==> config.mk <==
export PLATFORM = sky130hd
export DESIGN_NAME = ram_subsystem_top
export DESIGN_NICKNAME = d
export VERILOG_FILES = /design/src/logic/ram_pkg.sv /design/src/logic/ram_subsystem_top.sv /design/src/logic/ram_integrity_monitor.sv /design/src/logic/ram_read_port.sv /design/src/logic/ram_flops.sv /design/src/logic/ram_write_port.sv
export SDC_FILE = /design/constraint.sdc
export NUM_CORES = 1
export LEC_CHECK = 0
export ABC_AREA = 1
export BUFFER_PORTS_ARGS = -buffer_cell sky130_fd_sc_hd__buf_2
export CORE_ASPECT_RATIO = 0.7
export CORE_MARGIN = 2
export CORE_UTILIZATION = 56
export DETAILED_ROUTE_END_ITERATION = 8
export HOLD_SLACK_MARGIN = 0.12
export PLACE_DENSITY_LB_ADDON = 0.1
export SLEW_MARGIN = 10
export SYNTH_ARGS = -nofsm -noshare
export SYNTH_HDL_FRONTEND = slang
export SYNTH_SLANG_ARGS = --single-unit
==> constraint.sdc <==
create_clock -name wr_clk -period 15.23 [get_ports wr_clk]
set_clock_uncertainty 0.05 [all_clocks]
set_input_delay 1.523 -clock wr_clk [delete_from_list [all_inputs] [get_ports wr_clk]]
set_output_delay 1.523 -clock wr_clk [all_outputs]
set_load 0.02 [all_outputs]
==> src/logic/ram_pkg.sv <==
// Shared sizes, write opcodes and transfer structs for the flop RAM subsystem
package ram_pkg;

  // Array geometry
  localparam int DEPTH      = 16;
  localparam int ADDR_WIDTH = 4;
  localparam int WIDTH      = 32;
  localparam int WORD_WIDTH = 8;
  localparam int NUM_WORDS  = WIDTH / WORD_WIDTH;

  // Write command opcodes
  typedef enum logic [1:0] {
    OP_WRITE_FULL   = 2'd0,
    OP_WRITE_MASKED = 2'd1,
    OP_CLEAR        = 2'd2
  } wr_op_e;

  // External write command
  typedef struct packed {
    logic                  valid;
    wr_op_e                op;
    logic [ADDR_WIDTH-1:0] addr;
    logic [WIDTH-1:0]      data;
    logic [NUM_WORDS-1:0]  word_en;
  } wr_cmd_t;

  // Decoded memory write, enables already resolved from the opcode
  typedef struct packed {
    logic                  valid;
    logic [ADDR_WIDTH-1:0] addr;
    logic [WIDTH-1:0]      data;
    logic [NUM_WORDS-1:0]  word_en;
  } mem_wr_t;

  typedef struct packed {
    logic                  valid;
    logic [ADDR_WIDTH-1:0] addr;
  } rd_req_t;

  // Read response tagged with the address it came from
  typedef struct packed {
    logic                  valid;
    logic [ADDR_WIDTH-1:0] addr;
    logic [WIDTH-1:0]      data;
  } rd_resp_t;

endpackage
==> src/logic/ram_subsystem_top.sv <==
// Top level of the flop RAM subsystem with write port, array, read port and integrity monitor
`timescale 1ns/1ps

module ram_subsystem_top (
  input  logic                           wr_clk,
  input  logic                           wr_rst,
  input  ram_pkg::wr_cmd_t               wr_cmd,
  input  ram_pkg::rd_req_t               rd_req,
  input  logic [ram_pkg::ADDR_WIDTH-1:0] monitor_addr,
  output ram_pkg::rd_resp_t              rd_resp,
  output logic                           integrity_error
);
  import ram_pkg::*;

  mem_wr_t          mem_wr;
  rd_req_t          rd_stage;
  logic [WIDTH-1:0] rd_word;

  ram_write_port ram_write_port_inst (
    .wr_clk (wr_clk),
    .wr_rst (wr_rst),
    .wr_cmd (wr_cmd),
    .mem_wr (mem_wr)
  );

  ram_flops ram_flops_inst (
    .wr_clk   (wr_clk),
    .wr_rst   (wr_rst),
    .mem_wr   (mem_wr),
    .rd_stage (rd_stage),
    .rd_word  (rd_word)
  );

  ram_read_port ram_read_port_inst (
    .wr_clk   (wr_clk),
    .wr_rst   (wr_rst),
    .rd_req   (rd_req),
    .rd_stage (rd_stage),
    .rd_word  (rd_word),
    .rd_resp  (rd_resp)
  );

  // Watches the same write and read traffic the array sees
  ram_integrity_monitor ram_integrity_monitor_inst (
    .wr_clk          (wr_clk),
    .wr_rst          (wr_rst),
    .monitor_addr    (monitor_addr),
    .mem_wr          (mem_wr),
    .rd_stage        (rd_stage),
    .rd_resp         (rd_resp),
    .integrity_error (integrity_error)
  );

endmodule

==> src/logic/ram_integrity_monitor.sv <==
// Shadow model of one memory address that checks read responses and flags a sticky error
`timescale 1ns/1ps

module ram_integrity_monitor (
  input  logic                           wr_clk,
  input  logic                           wr_rst,
  input  logic [ram_pkg::ADDR_WIDTH-1:0] monitor_addr,
  input  ram_pkg::mem_wr_t               mem_wr,
  input  ram_pkg::rd_req_t               rd_stage,
  input  ram_pkg::rd_resp_t              rd_resp,
  output logic                           integrity_error
);
  import ram_pkg::*;

  logic                 wr_hit;
  logic                 rd_hit;
  logic                 wr_seen_q;
  logic [NUM_WORDS-1:0] written_q;
  logic [WIDTH-1:0]     shadow_q;

  logic [WIDTH-1:0]     exp_data;
  logic [NUM_WORDS-1:0] exp_known;
  logic                 exp_valid_q;
  logic [WIDTH-1:0]     exp_data_q;
  logic [NUM_WORDS-1:0] exp_known_q;
  logic [NUM_WORDS-1:0] word_diff;
  logic                 mismatch;

  assign wr_hit = mem_wr.valid && (mem_wr.addr == monitor_addr);
  assign rd_hit = rd_stage.valid && (rd_stage.addr == monitor_addr);

  // Shadow copy of the watched entry, updated at the same edge as the array
  always_ff @(posedge wr_clk) begin
    for (int w = 0; w < NUM_WORDS; w++) begin
      if (wr_hit && mem_wr.word_en[w]) begin
        shadow_q[w*WORD_WIDTH +: WORD_WIDTH] <= mem_wr.data[w*WORD_WIDTH +: WORD_WIDTH];
      end
    end
  end

  always_ff @(posedge wr_clk or posedge wr_rst) begin
    if (wr_rst) begin
      wr_seen_q <= 1'b0;
      written_q <= '0;
    end else begin
      if (mem_wr.valid) begin
        wr_seen_q <= 1'b1;
      end
      if (wr_hit) begin
        written_q <= written_q | mem_wr.word_en;
      end
    end
  end

  // Expected value seen by a read in rd_stage, pending write merged in
  always_comb begin
    for (int w = 0; w < NUM_WORDS; w++) begin
      if (wr_hit && mem_wr.word_en[w]) begin
        exp_data[w*WORD_WIDTH +: WORD_WIDTH]  = mem_wr.data[w*WORD_WIDTH +: WORD_WIDTH];
        exp_known[w]                          = 1'b1;
      end else begin
        // Unwritten words still hold the reset zero
        exp_data[w*WORD_WIDTH +: WORD_WIDTH]  = written_q[w] ?
                                                shadow_q[w*WORD_WIDTH +: WORD_WIDTH] : '0;
        exp_known[w]                          = written_q[w] || !wr_seen_q;
      end
    end
  end

  always_ff @(posedge wr_clk) begin
    if (rd_hit) begin
      exp_data_q  <= exp_data;
      exp_known_q <= exp_known;
    end
  end

  always_comb begin
    for (int w = 0; w < NUM_WORDS; w++) begin
      word_diff[w] = rd_resp.data[w*WORD_WIDTH +: WORD_WIDTH] !=
                     exp_data_q[w*WORD_WIDTH +: WORD_WIDTH];
    end
  end

  assign mismatch = exp_valid_q && rd_resp.valid && (rd_resp.addr == monitor_addr) &&
                    |(word_diff & exp_known_q);

  always_ff @(posedge wr_clk or posedge wr_rst) begin
    if (wr_rst) begin
      exp_valid_q     <= 1'b0;
      integrity_error <= 1'b0;
    end else begin
      exp_valid_q <= rd_hit;
      // Sticky until the next reset
      if (mismatch) begin
        integrity_error <= 1'b1;
      end
    end
  end

  monitor_addr_stable_a: assert property (@(posedge wr_clk) disable iff (wr_rst)
    $stable(monitor_addr));

  no_integrity_error_a: assert property (@(posedge wr_clk) disable iff (wr_rst)
    !$rose(integrity_error));

endmodule

==> src/logic/ram_read_port.sv <==
// Read port that stages requests and returns registered address-tagged responses
`timescale 1ns/1ps

module ram_read_port (
  input  logic                      wr_clk,
  input  logic                      wr_rst,
  input  ram_pkg::rd_req_t          rd_req,
  output ram_pkg::rd_req_t          rd_stage,
  input  logic [ram_pkg::WIDTH-1:0] rd_word,
  output ram_pkg::rd_resp_t         rd_resp
);
  import ram_pkg::*;

  logic                  stage_valid_q;
  logic [ADDR_WIDTH-1:0] stage_addr_q;
  logic                  resp_valid_q;
  logic [ADDR_WIDTH-1:0] resp_addr_q;
  logic [WIDTH-1:0]      resp_data_q;

  always_ff @(posedge wr_clk or posedge wr_rst) begin
    if (wr_rst) begin
      stage_valid_q <= 1'b0;
      resp_valid_q  <= 1'b0;
    end else begin
      stage_valid_q <= rd_req.valid;
      resp_valid_q  <= stage_valid_q;
    end
  end

  // Address and data follow their valid bits
  always_ff @(posedge wr_clk) begin
    if (rd_req.valid) begin
      stage_addr_q <= rd_req.addr;
    end
    if (stage_valid_q) begin
      resp_addr_q <= stage_addr_q;
      resp_data_q <= rd_word;
    end
  end

  assign rd_stage.valid = stage_valid_q;
  assign rd_stage.addr  = stage_addr_q;

  assign rd_resp.valid = resp_valid_q;
  assign rd_resp.addr  = resp_addr_q;
  assign rd_resp.data  = resp_data_q;

  // No stall, so every staged read comes back on the next cycle
  stage_to_resp_a: assert property (@(posedge wr_clk) disable iff (wr_rst)
    rd_stage.valid |=> rd_resp.valid);

endmodule

==> src/logic/ram_flops.sv <==
// Flop-based memory array with reset clear, word-enabled writes and same-cycle read bypass
`timescale 1ns/1ps

module ram_flops (
  input  logic                         wr_clk,
  input  logic                         wr_rst,
  input  ram_pkg::mem_wr_t             mem_wr,
  input  ram_pkg::rd_req_t             rd_stage,
  output logic [ram_pkg::WIDTH-1:0]    rd_word
);
  import ram_pkg::*;

  logic [WIDTH-1:0] mem [DEPTH];
  logic             bypass_hit;

  // Storage, every entry comes out of reset as zero
  always_ff @(posedge wr_clk or posedge wr_rst) begin
    if (wr_rst) begin
      for (int i = 0; i < DEPTH; i++) begin
        mem[i] <= '0;
      end
    end else if (mem_wr.valid) begin
      for (int w = 0; w < NUM_WORDS; w++) begin
        if (mem_wr.word_en[w]) begin
          mem[mem_wr.addr][w*WORD_WIDTH +: WORD_WIDTH] <=
            mem_wr.data[w*WORD_WIDTH +: WORD_WIDTH];
        end
      end
    end
  end

  assign bypass_hit = mem_wr.valid && (mem_wr.addr == rd_stage.addr);

  // Read path
  // A pending write to the same entry replaces its enabled words
  always_comb begin
    rd_word = mem[rd_stage.addr];
    if (bypass_hit) begin
      for (int w = 0; w < NUM_WORDS; w++) begin
        if (mem_wr.word_en[w]) begin
          rd_word[w*WORD_WIDTH +: WORD_WIDTH] = mem_wr.data[w*WORD_WIDTH +: WORD_WIDTH];
        end
      end
    end
  end

  // Reset clear plus decoded writes should never leave X in a read entry
  rd_word_known_a: assert property (@(posedge wr_clk) disable iff (wr_rst)
    rd_stage.valid |-> !$isunknown(rd_word));

endmodule

==> src/logic/ram_write_port.sv <==
// Write port that turns opcode commands into registered word-enabled memory writes
`timescale 1ns/1ps

module ram_write_port (
  input  logic             wr_clk,
  input  logic             wr_rst,
  input  ram_pkg::wr_cmd_t wr_cmd,
  output ram_pkg::mem_wr_t mem_wr
);
  import ram_pkg::*;

  logic [WIDTH-1:0]      dec_data;
  logic [NUM_WORDS-1:0]  dec_word_en;

  logic                  wr_valid_q;
  logic [ADDR_WIDTH-1:0] wr_addr_q;
  logic [WIDTH-1:0]      wr_data_q;
  logic [NUM_WORDS-1:0]  wr_word_en_q;

  // Opcode decode
  always_comb begin
    dec_data    = wr_cmd.data;
    dec_word_en = '0;
    case (wr_cmd.op)
      OP_WRITE_FULL: begin
        dec_word_en = '1;
      end
      OP_WRITE_MASKED: begin
        dec_word_en = wr_cmd.word_en;
      end
      OP_CLEAR: begin
        dec_data    = '0;
        dec_word_en = '1;
      end
      // Unused encoding leaves every word untouched
      default: begin
        dec_word_en = '0;
      end
    endcase
  end

  always_ff @(posedge wr_clk or posedge wr_rst) begin
    if (wr_rst) begin
      wr_valid_q <= 1'b0;
    end else begin
      wr_valid_q <= wr_cmd.valid;
    end
  end

  // Payload only loads with a live command
  always_ff @(posedge wr_clk) begin
    if (wr_cmd.valid) begin
      wr_addr_q    <= wr_cmd.addr;
      wr_data_q    <= dec_data;
      wr_word_en_q <= dec_word_en;
    end
  end

  assign mem_wr.valid   = wr_valid_q;
  assign mem_wr.addr    = wr_addr_q;
  assign mem_wr.data    = wr_data_q;
  assign mem_wr.word_en = wr_word_en_q;

  // A masked write has to touch at least one word
  masked_write_has_enable_a: assert property (@(posedge wr_clk) disable iff (wr_rst)
    wr_cmd.valid && (wr_cmd.op == OP_WRITE_MASKED) |-> |wr_cmd.word_en);

endmodule

==> summary.md <==
| Metric | Value |
|---|---|
| Status | `finished clean` |
| IO Port Bufs | `91` |
| Pre-antenna DRT Iters | `6` |
| Max-slew violation count | `0` |
| Syn nets | `3,409` |
| Share of cells above drive strength 1 | `6.86%` |
| Post-CTS setup buffers | `0` |
| Post-synthesis cell count | `3,355` |
| Tcrit/Tclk final | `27.9%` |
| Post-synthesis cell area | `0.0296 mm²` |
| Hold-fix buffers, CTS | `0` |
| Non-Filler Instances | `4,051` |
| Headroom to the max-slew limit | `22.0%` |
| Die ar. | `0.0547 mm²` |
| # resized after CTS | `0` |
| CTS root buffer | `clkbuf_16` |
| Hold Path Class | `reg2reg` |
| Worst-path clk slew | `0.06 ns` |
| Antenna Diode Count | `0` |
| FMAX | `235 MHz` |
| Reg2Reg Depth | `12` |
| Post-synth cell types | `27` |
| Routed Antenna Nets | `0` |
| Peak supply drop | `0.0799 mV` |
| Beginning of the critical path | `ram_read_port_inst.stage_addr_q[0]` |
| Actual slew at the worst max-slew pin | `1.17 ns` |
| Req. time, crit path | `15.54 ns` |
| Die Wd | `279 µm` |
| CTS Buf Count | `66` |
| Io pins | `92` |
| Final-stage net count | `3,370` |
| Worst R2R Setup Slack | `10.98 ns` |
| Final Hold Fails | `0` |
| Core Region | `0.0522 mm²` |
| Syn Area/Cell | `8.82 µm²` |
| Critical R2R Launch | `ram_read_port_inst.stage_addr_q[0]` |
| Dpl cells | `3,931` |
| Yosys reg bits | `670` |
| Avg WL per Cell | `19.7 µm` |
| Warnings from Yosys | `0` |
| FF-to-FF End | `ram_read_port_inst.resp_data_q[24]` |
| Vias in the first global route | `22.7k` |
| Setup crit end kind | `flop` |
| Largest net degree at the start of global routing | `184` |
| Grt ovf | `0` |
| DR vias/cell | `5.82` |
| Max cap viols | `0` |
| Post-Route WL | `79.8 mm` |
| Rows | `70` |
| Filler Cells Inserted | `4,422` |
| GRT Total Usage | `29.6%` |
| Critical Path AT | `4.56 ns` |
| RD Place Congestion | `0.868` |
| Die Ht | `196 µm` |
| Clock Path Buffers | `3` |
| Final min period | `4.25 ns` |
| Starting DRC count in detailed routing | `2,531` |
| Leak Pwr | `14.5 nW` |
| Initial Util | `56.7%` |
| Crit path top cell by count | `nand2_1` |
| Critical-path cell list | `buf_4, inv_6, buf_4, o22ai_1, nor2_1, nand2_1, nor2_2, nand2_1, inv_1, nand2_1, nand2_1, inv_1` |
| Post-DP HPWL | `49.5 mm` |
| Post-synthesis sequential area ratio | `59.2%` |
| Setup Crit Path Kind | `reg2reg` |
| CP max stage delay | `0.80 ns` |
| Area Growth Syn to Fin | `9.05%` |
| Slowest CP cell | `inv_6` |
| RSZ-0062 raised after global routing | `false` |
| Clk Latency, worst-skew pair | `0.61 ns` |
| CTS Sinks | `670` |
| Crit path launch type | `flop` |
| DRC violations left | `0` |
| Initial antenna violation count | `0` |
| First-pass GRT wire length | `127 mm` |
| Vias | `23.6k` |
| Endpoints failing setup | `0` |
| Crit Path Max Fanout | `121` |
| CTS tree | `built` |
| Setup TNS | `0 ns` |
| Worst setup path endpoint | `ram_read_port_inst.resp_data_q[24]` |
| H-tree levels | `3` |
| Power Dens Cells | `151 mW/mm²` |
-- cells in the final DEF, fill, tap and decap left out, types with 2 or more instances in the layout --
cell type / count
nand2_1: 789
o21ai_0: 745
dfrtp_1: 521
nor2_1: 438
edfxtp_1: 148
nand3_1: 141
inv_1: 132
o211ai_1: 118
buf_2: 91
clkbuf_16: 71
o21ai_1: 33
xnor2_1: 24
buf_4: 19
a21oi_1: 13
clkinv_1: 12
clkinv_2: 12
clkbuf_1: 12
inv_2: 9
clkbuf_8: 9
o22ai_1: 7
bufinv_16: 5
nand2_2: 3
clkinvlp_4: 3
inv_6: 2
nor2_2: 2
buf_12: 2
-- stage by stage --
stage / power (mW) / setup WS, ns / area [µm²] / utilization [%] / hold WS (ns)
finish: 4.87 / 10.98 / 32300 / 61.8 / 0.428
global route: 5.13 / 10.71 / 32300 / 61.8 / 0.449
CTS: 4.89 / 11.03 / 32200 / 61.7 / 0.429
detailed placement: 3.22 / 10.48 / 30000 / 57.5 / 0.415
global placement: 3.17 / 10.60 / 30000 / 57.5 / 0.410
floorplan: 2.99 / 6.56 / 29600 / - / 0.378
-- where the power goes --
group          internal, mW  total [mW]  switching [mW]
clock network         0.978        1.66           0.687
logic                 0.272       0.749           0.477
registers              2.23        2.45           0.223
total                  3.48        4.87            1.39
-- worst min-delay path by stage --
stage / slack (ns) / endpoint / cells after the start / start
final: 0.43 / ram_flops_inst.mem[202] / 2 / ram_flops_inst.mem[202]
after detailed placement: 0.41 / ram_integrity_monitor_inst.integrity_error / 2 / ram_integrity_monitor_inst.integrity_error
after global placement: 0.41 / ram_flops_inst.mem[79] / 2 / ram_flops_inst.mem[79]
after floorplan: 0.38 / ram_read_port_inst.resp_addr_q[3] / 0 / ram_read_port_inst.stage_addr_q[3]
after global routing: 0.45 / ram_flops_inst.mem[80] / 2 / ram_flops_inst.mem[80]
after CTS: 0.43 / ram_integrity_monitor_inst.integrity_error / 2 / ram_integrity_monitor_inst.integrity_error
-- cell usage after synthesis --
| cell type | number | area share, % |
|---|---|---|
| a21oi_1 | 13 | 0.22 |
| and2_1 | 1 | 0.021 |
| buf_1 | 7 | 0.089 |
| buf_2 | 42 | 0.71 |
| buf_4 | 9 | 0.23 |
| buf_6 | 16 | 0.61 |
| buf_8 | 1 | 0.051 |
| clkbuf_1 | 144 | 1.8 |
| clkinv_1 | 5 | 0.063 |
| dfrtp_1 | 522 | 44 |
| edfxtp_1 | 148 | 15 |
| inv_1 | 134 | 1.7 |
| inv_2 | 8 | 0.10 |
| inv_4 | 1 | 0.021 |
| nand2_1 | 789 | 10 |
| nand2_2 | 3 | 0.063 |
| nand3_1 | 141 | 2.4 |
| nor2_1 | 439 | 5.6 |
| nor2_2 | 1 | 0.021 |
| nor4_1 | 2 | 0.042 |
| o2111ai_1 | 1 | 0.030 |
| o211ai_1 | 118 | 3.0 |
| o21ai_0 | 745 | 13 |
| o21ai_1 | 33 | 0.56 |
| o22ai_1 | 7 | 0.15 |
| or2_2 | 1 | 0.021 |
| xnor2_1 | 24 | 0.71 |
-- worst max-delay path, delay by kind of cell, from the launching register on --
family	cells	cell delay [ns]
simple gates	6	1.14
compound gates	1	0.16
buf+inv	5	2.21
flops	1	0.35
-- state kept, by name, summed over array words and instances (netlist names) --
name	flops
ram_read_port_inst.stage_valid_q	1
ram_integrity_monitor_inst.wr_seen_q	1
ram_read_port_inst.resp_data_q	32
ram_flops_inst.mem	512
ram_integrity_monitor_inst.exp_data_q	32
ram_read_port_inst.resp_valid_q	1
ram_write_port_inst.wr_data_q	32
ram_write_port_inst.wr_valid_q	1
ram_integrity_monitor_inst.shadow_q	32
ram_integrity_monitor_inst.written_q	4
ram_write_port_inst.wr_addr_q	4
ram_read_port_inst.resp_addr_q	4
ram_write_port_inst.wr_word_en_q	4
ram_integrity_monitor_inst.exp_valid_q	1
ram_integrity_monitor_inst.exp_known_q	4
ram_integrity_monitor_inst.integrity_error	1
ram_read_port_inst.stage_addr_q	4
-- kinds of logic after synthesis --
group | synth area share (%)
compound gates | 16.6
xor+xnor | 0.711
buf+inv | 5.40
flops | 59.2
simple gates | 18.1
-- routing by layer --
layer | global-route usage [%] | up-vias | part of all wire [%]
li1 | - | 11100 | -
met1 | 42.0 | 11400 | 44
met2 | 46.1 | 878 | 45
met3 | 5.03 | 176 | 6.7
met4 | 11.4 | 0 | 3.7
met5 | 0 | - | 0
-- cell type report --
class,instances,area [µm²],share of cell area (%)
inverters,148,564,1.75
clock inverters,27,260,0.807
multi-input cells,2318,10500,32.5
well taps,684,856,2.65
clock buffers,92,1950,6.03
flip-flops and latches,670,17500,54.3
repair buffers,112,638,1.98
(Power assumes the default switching activity.)
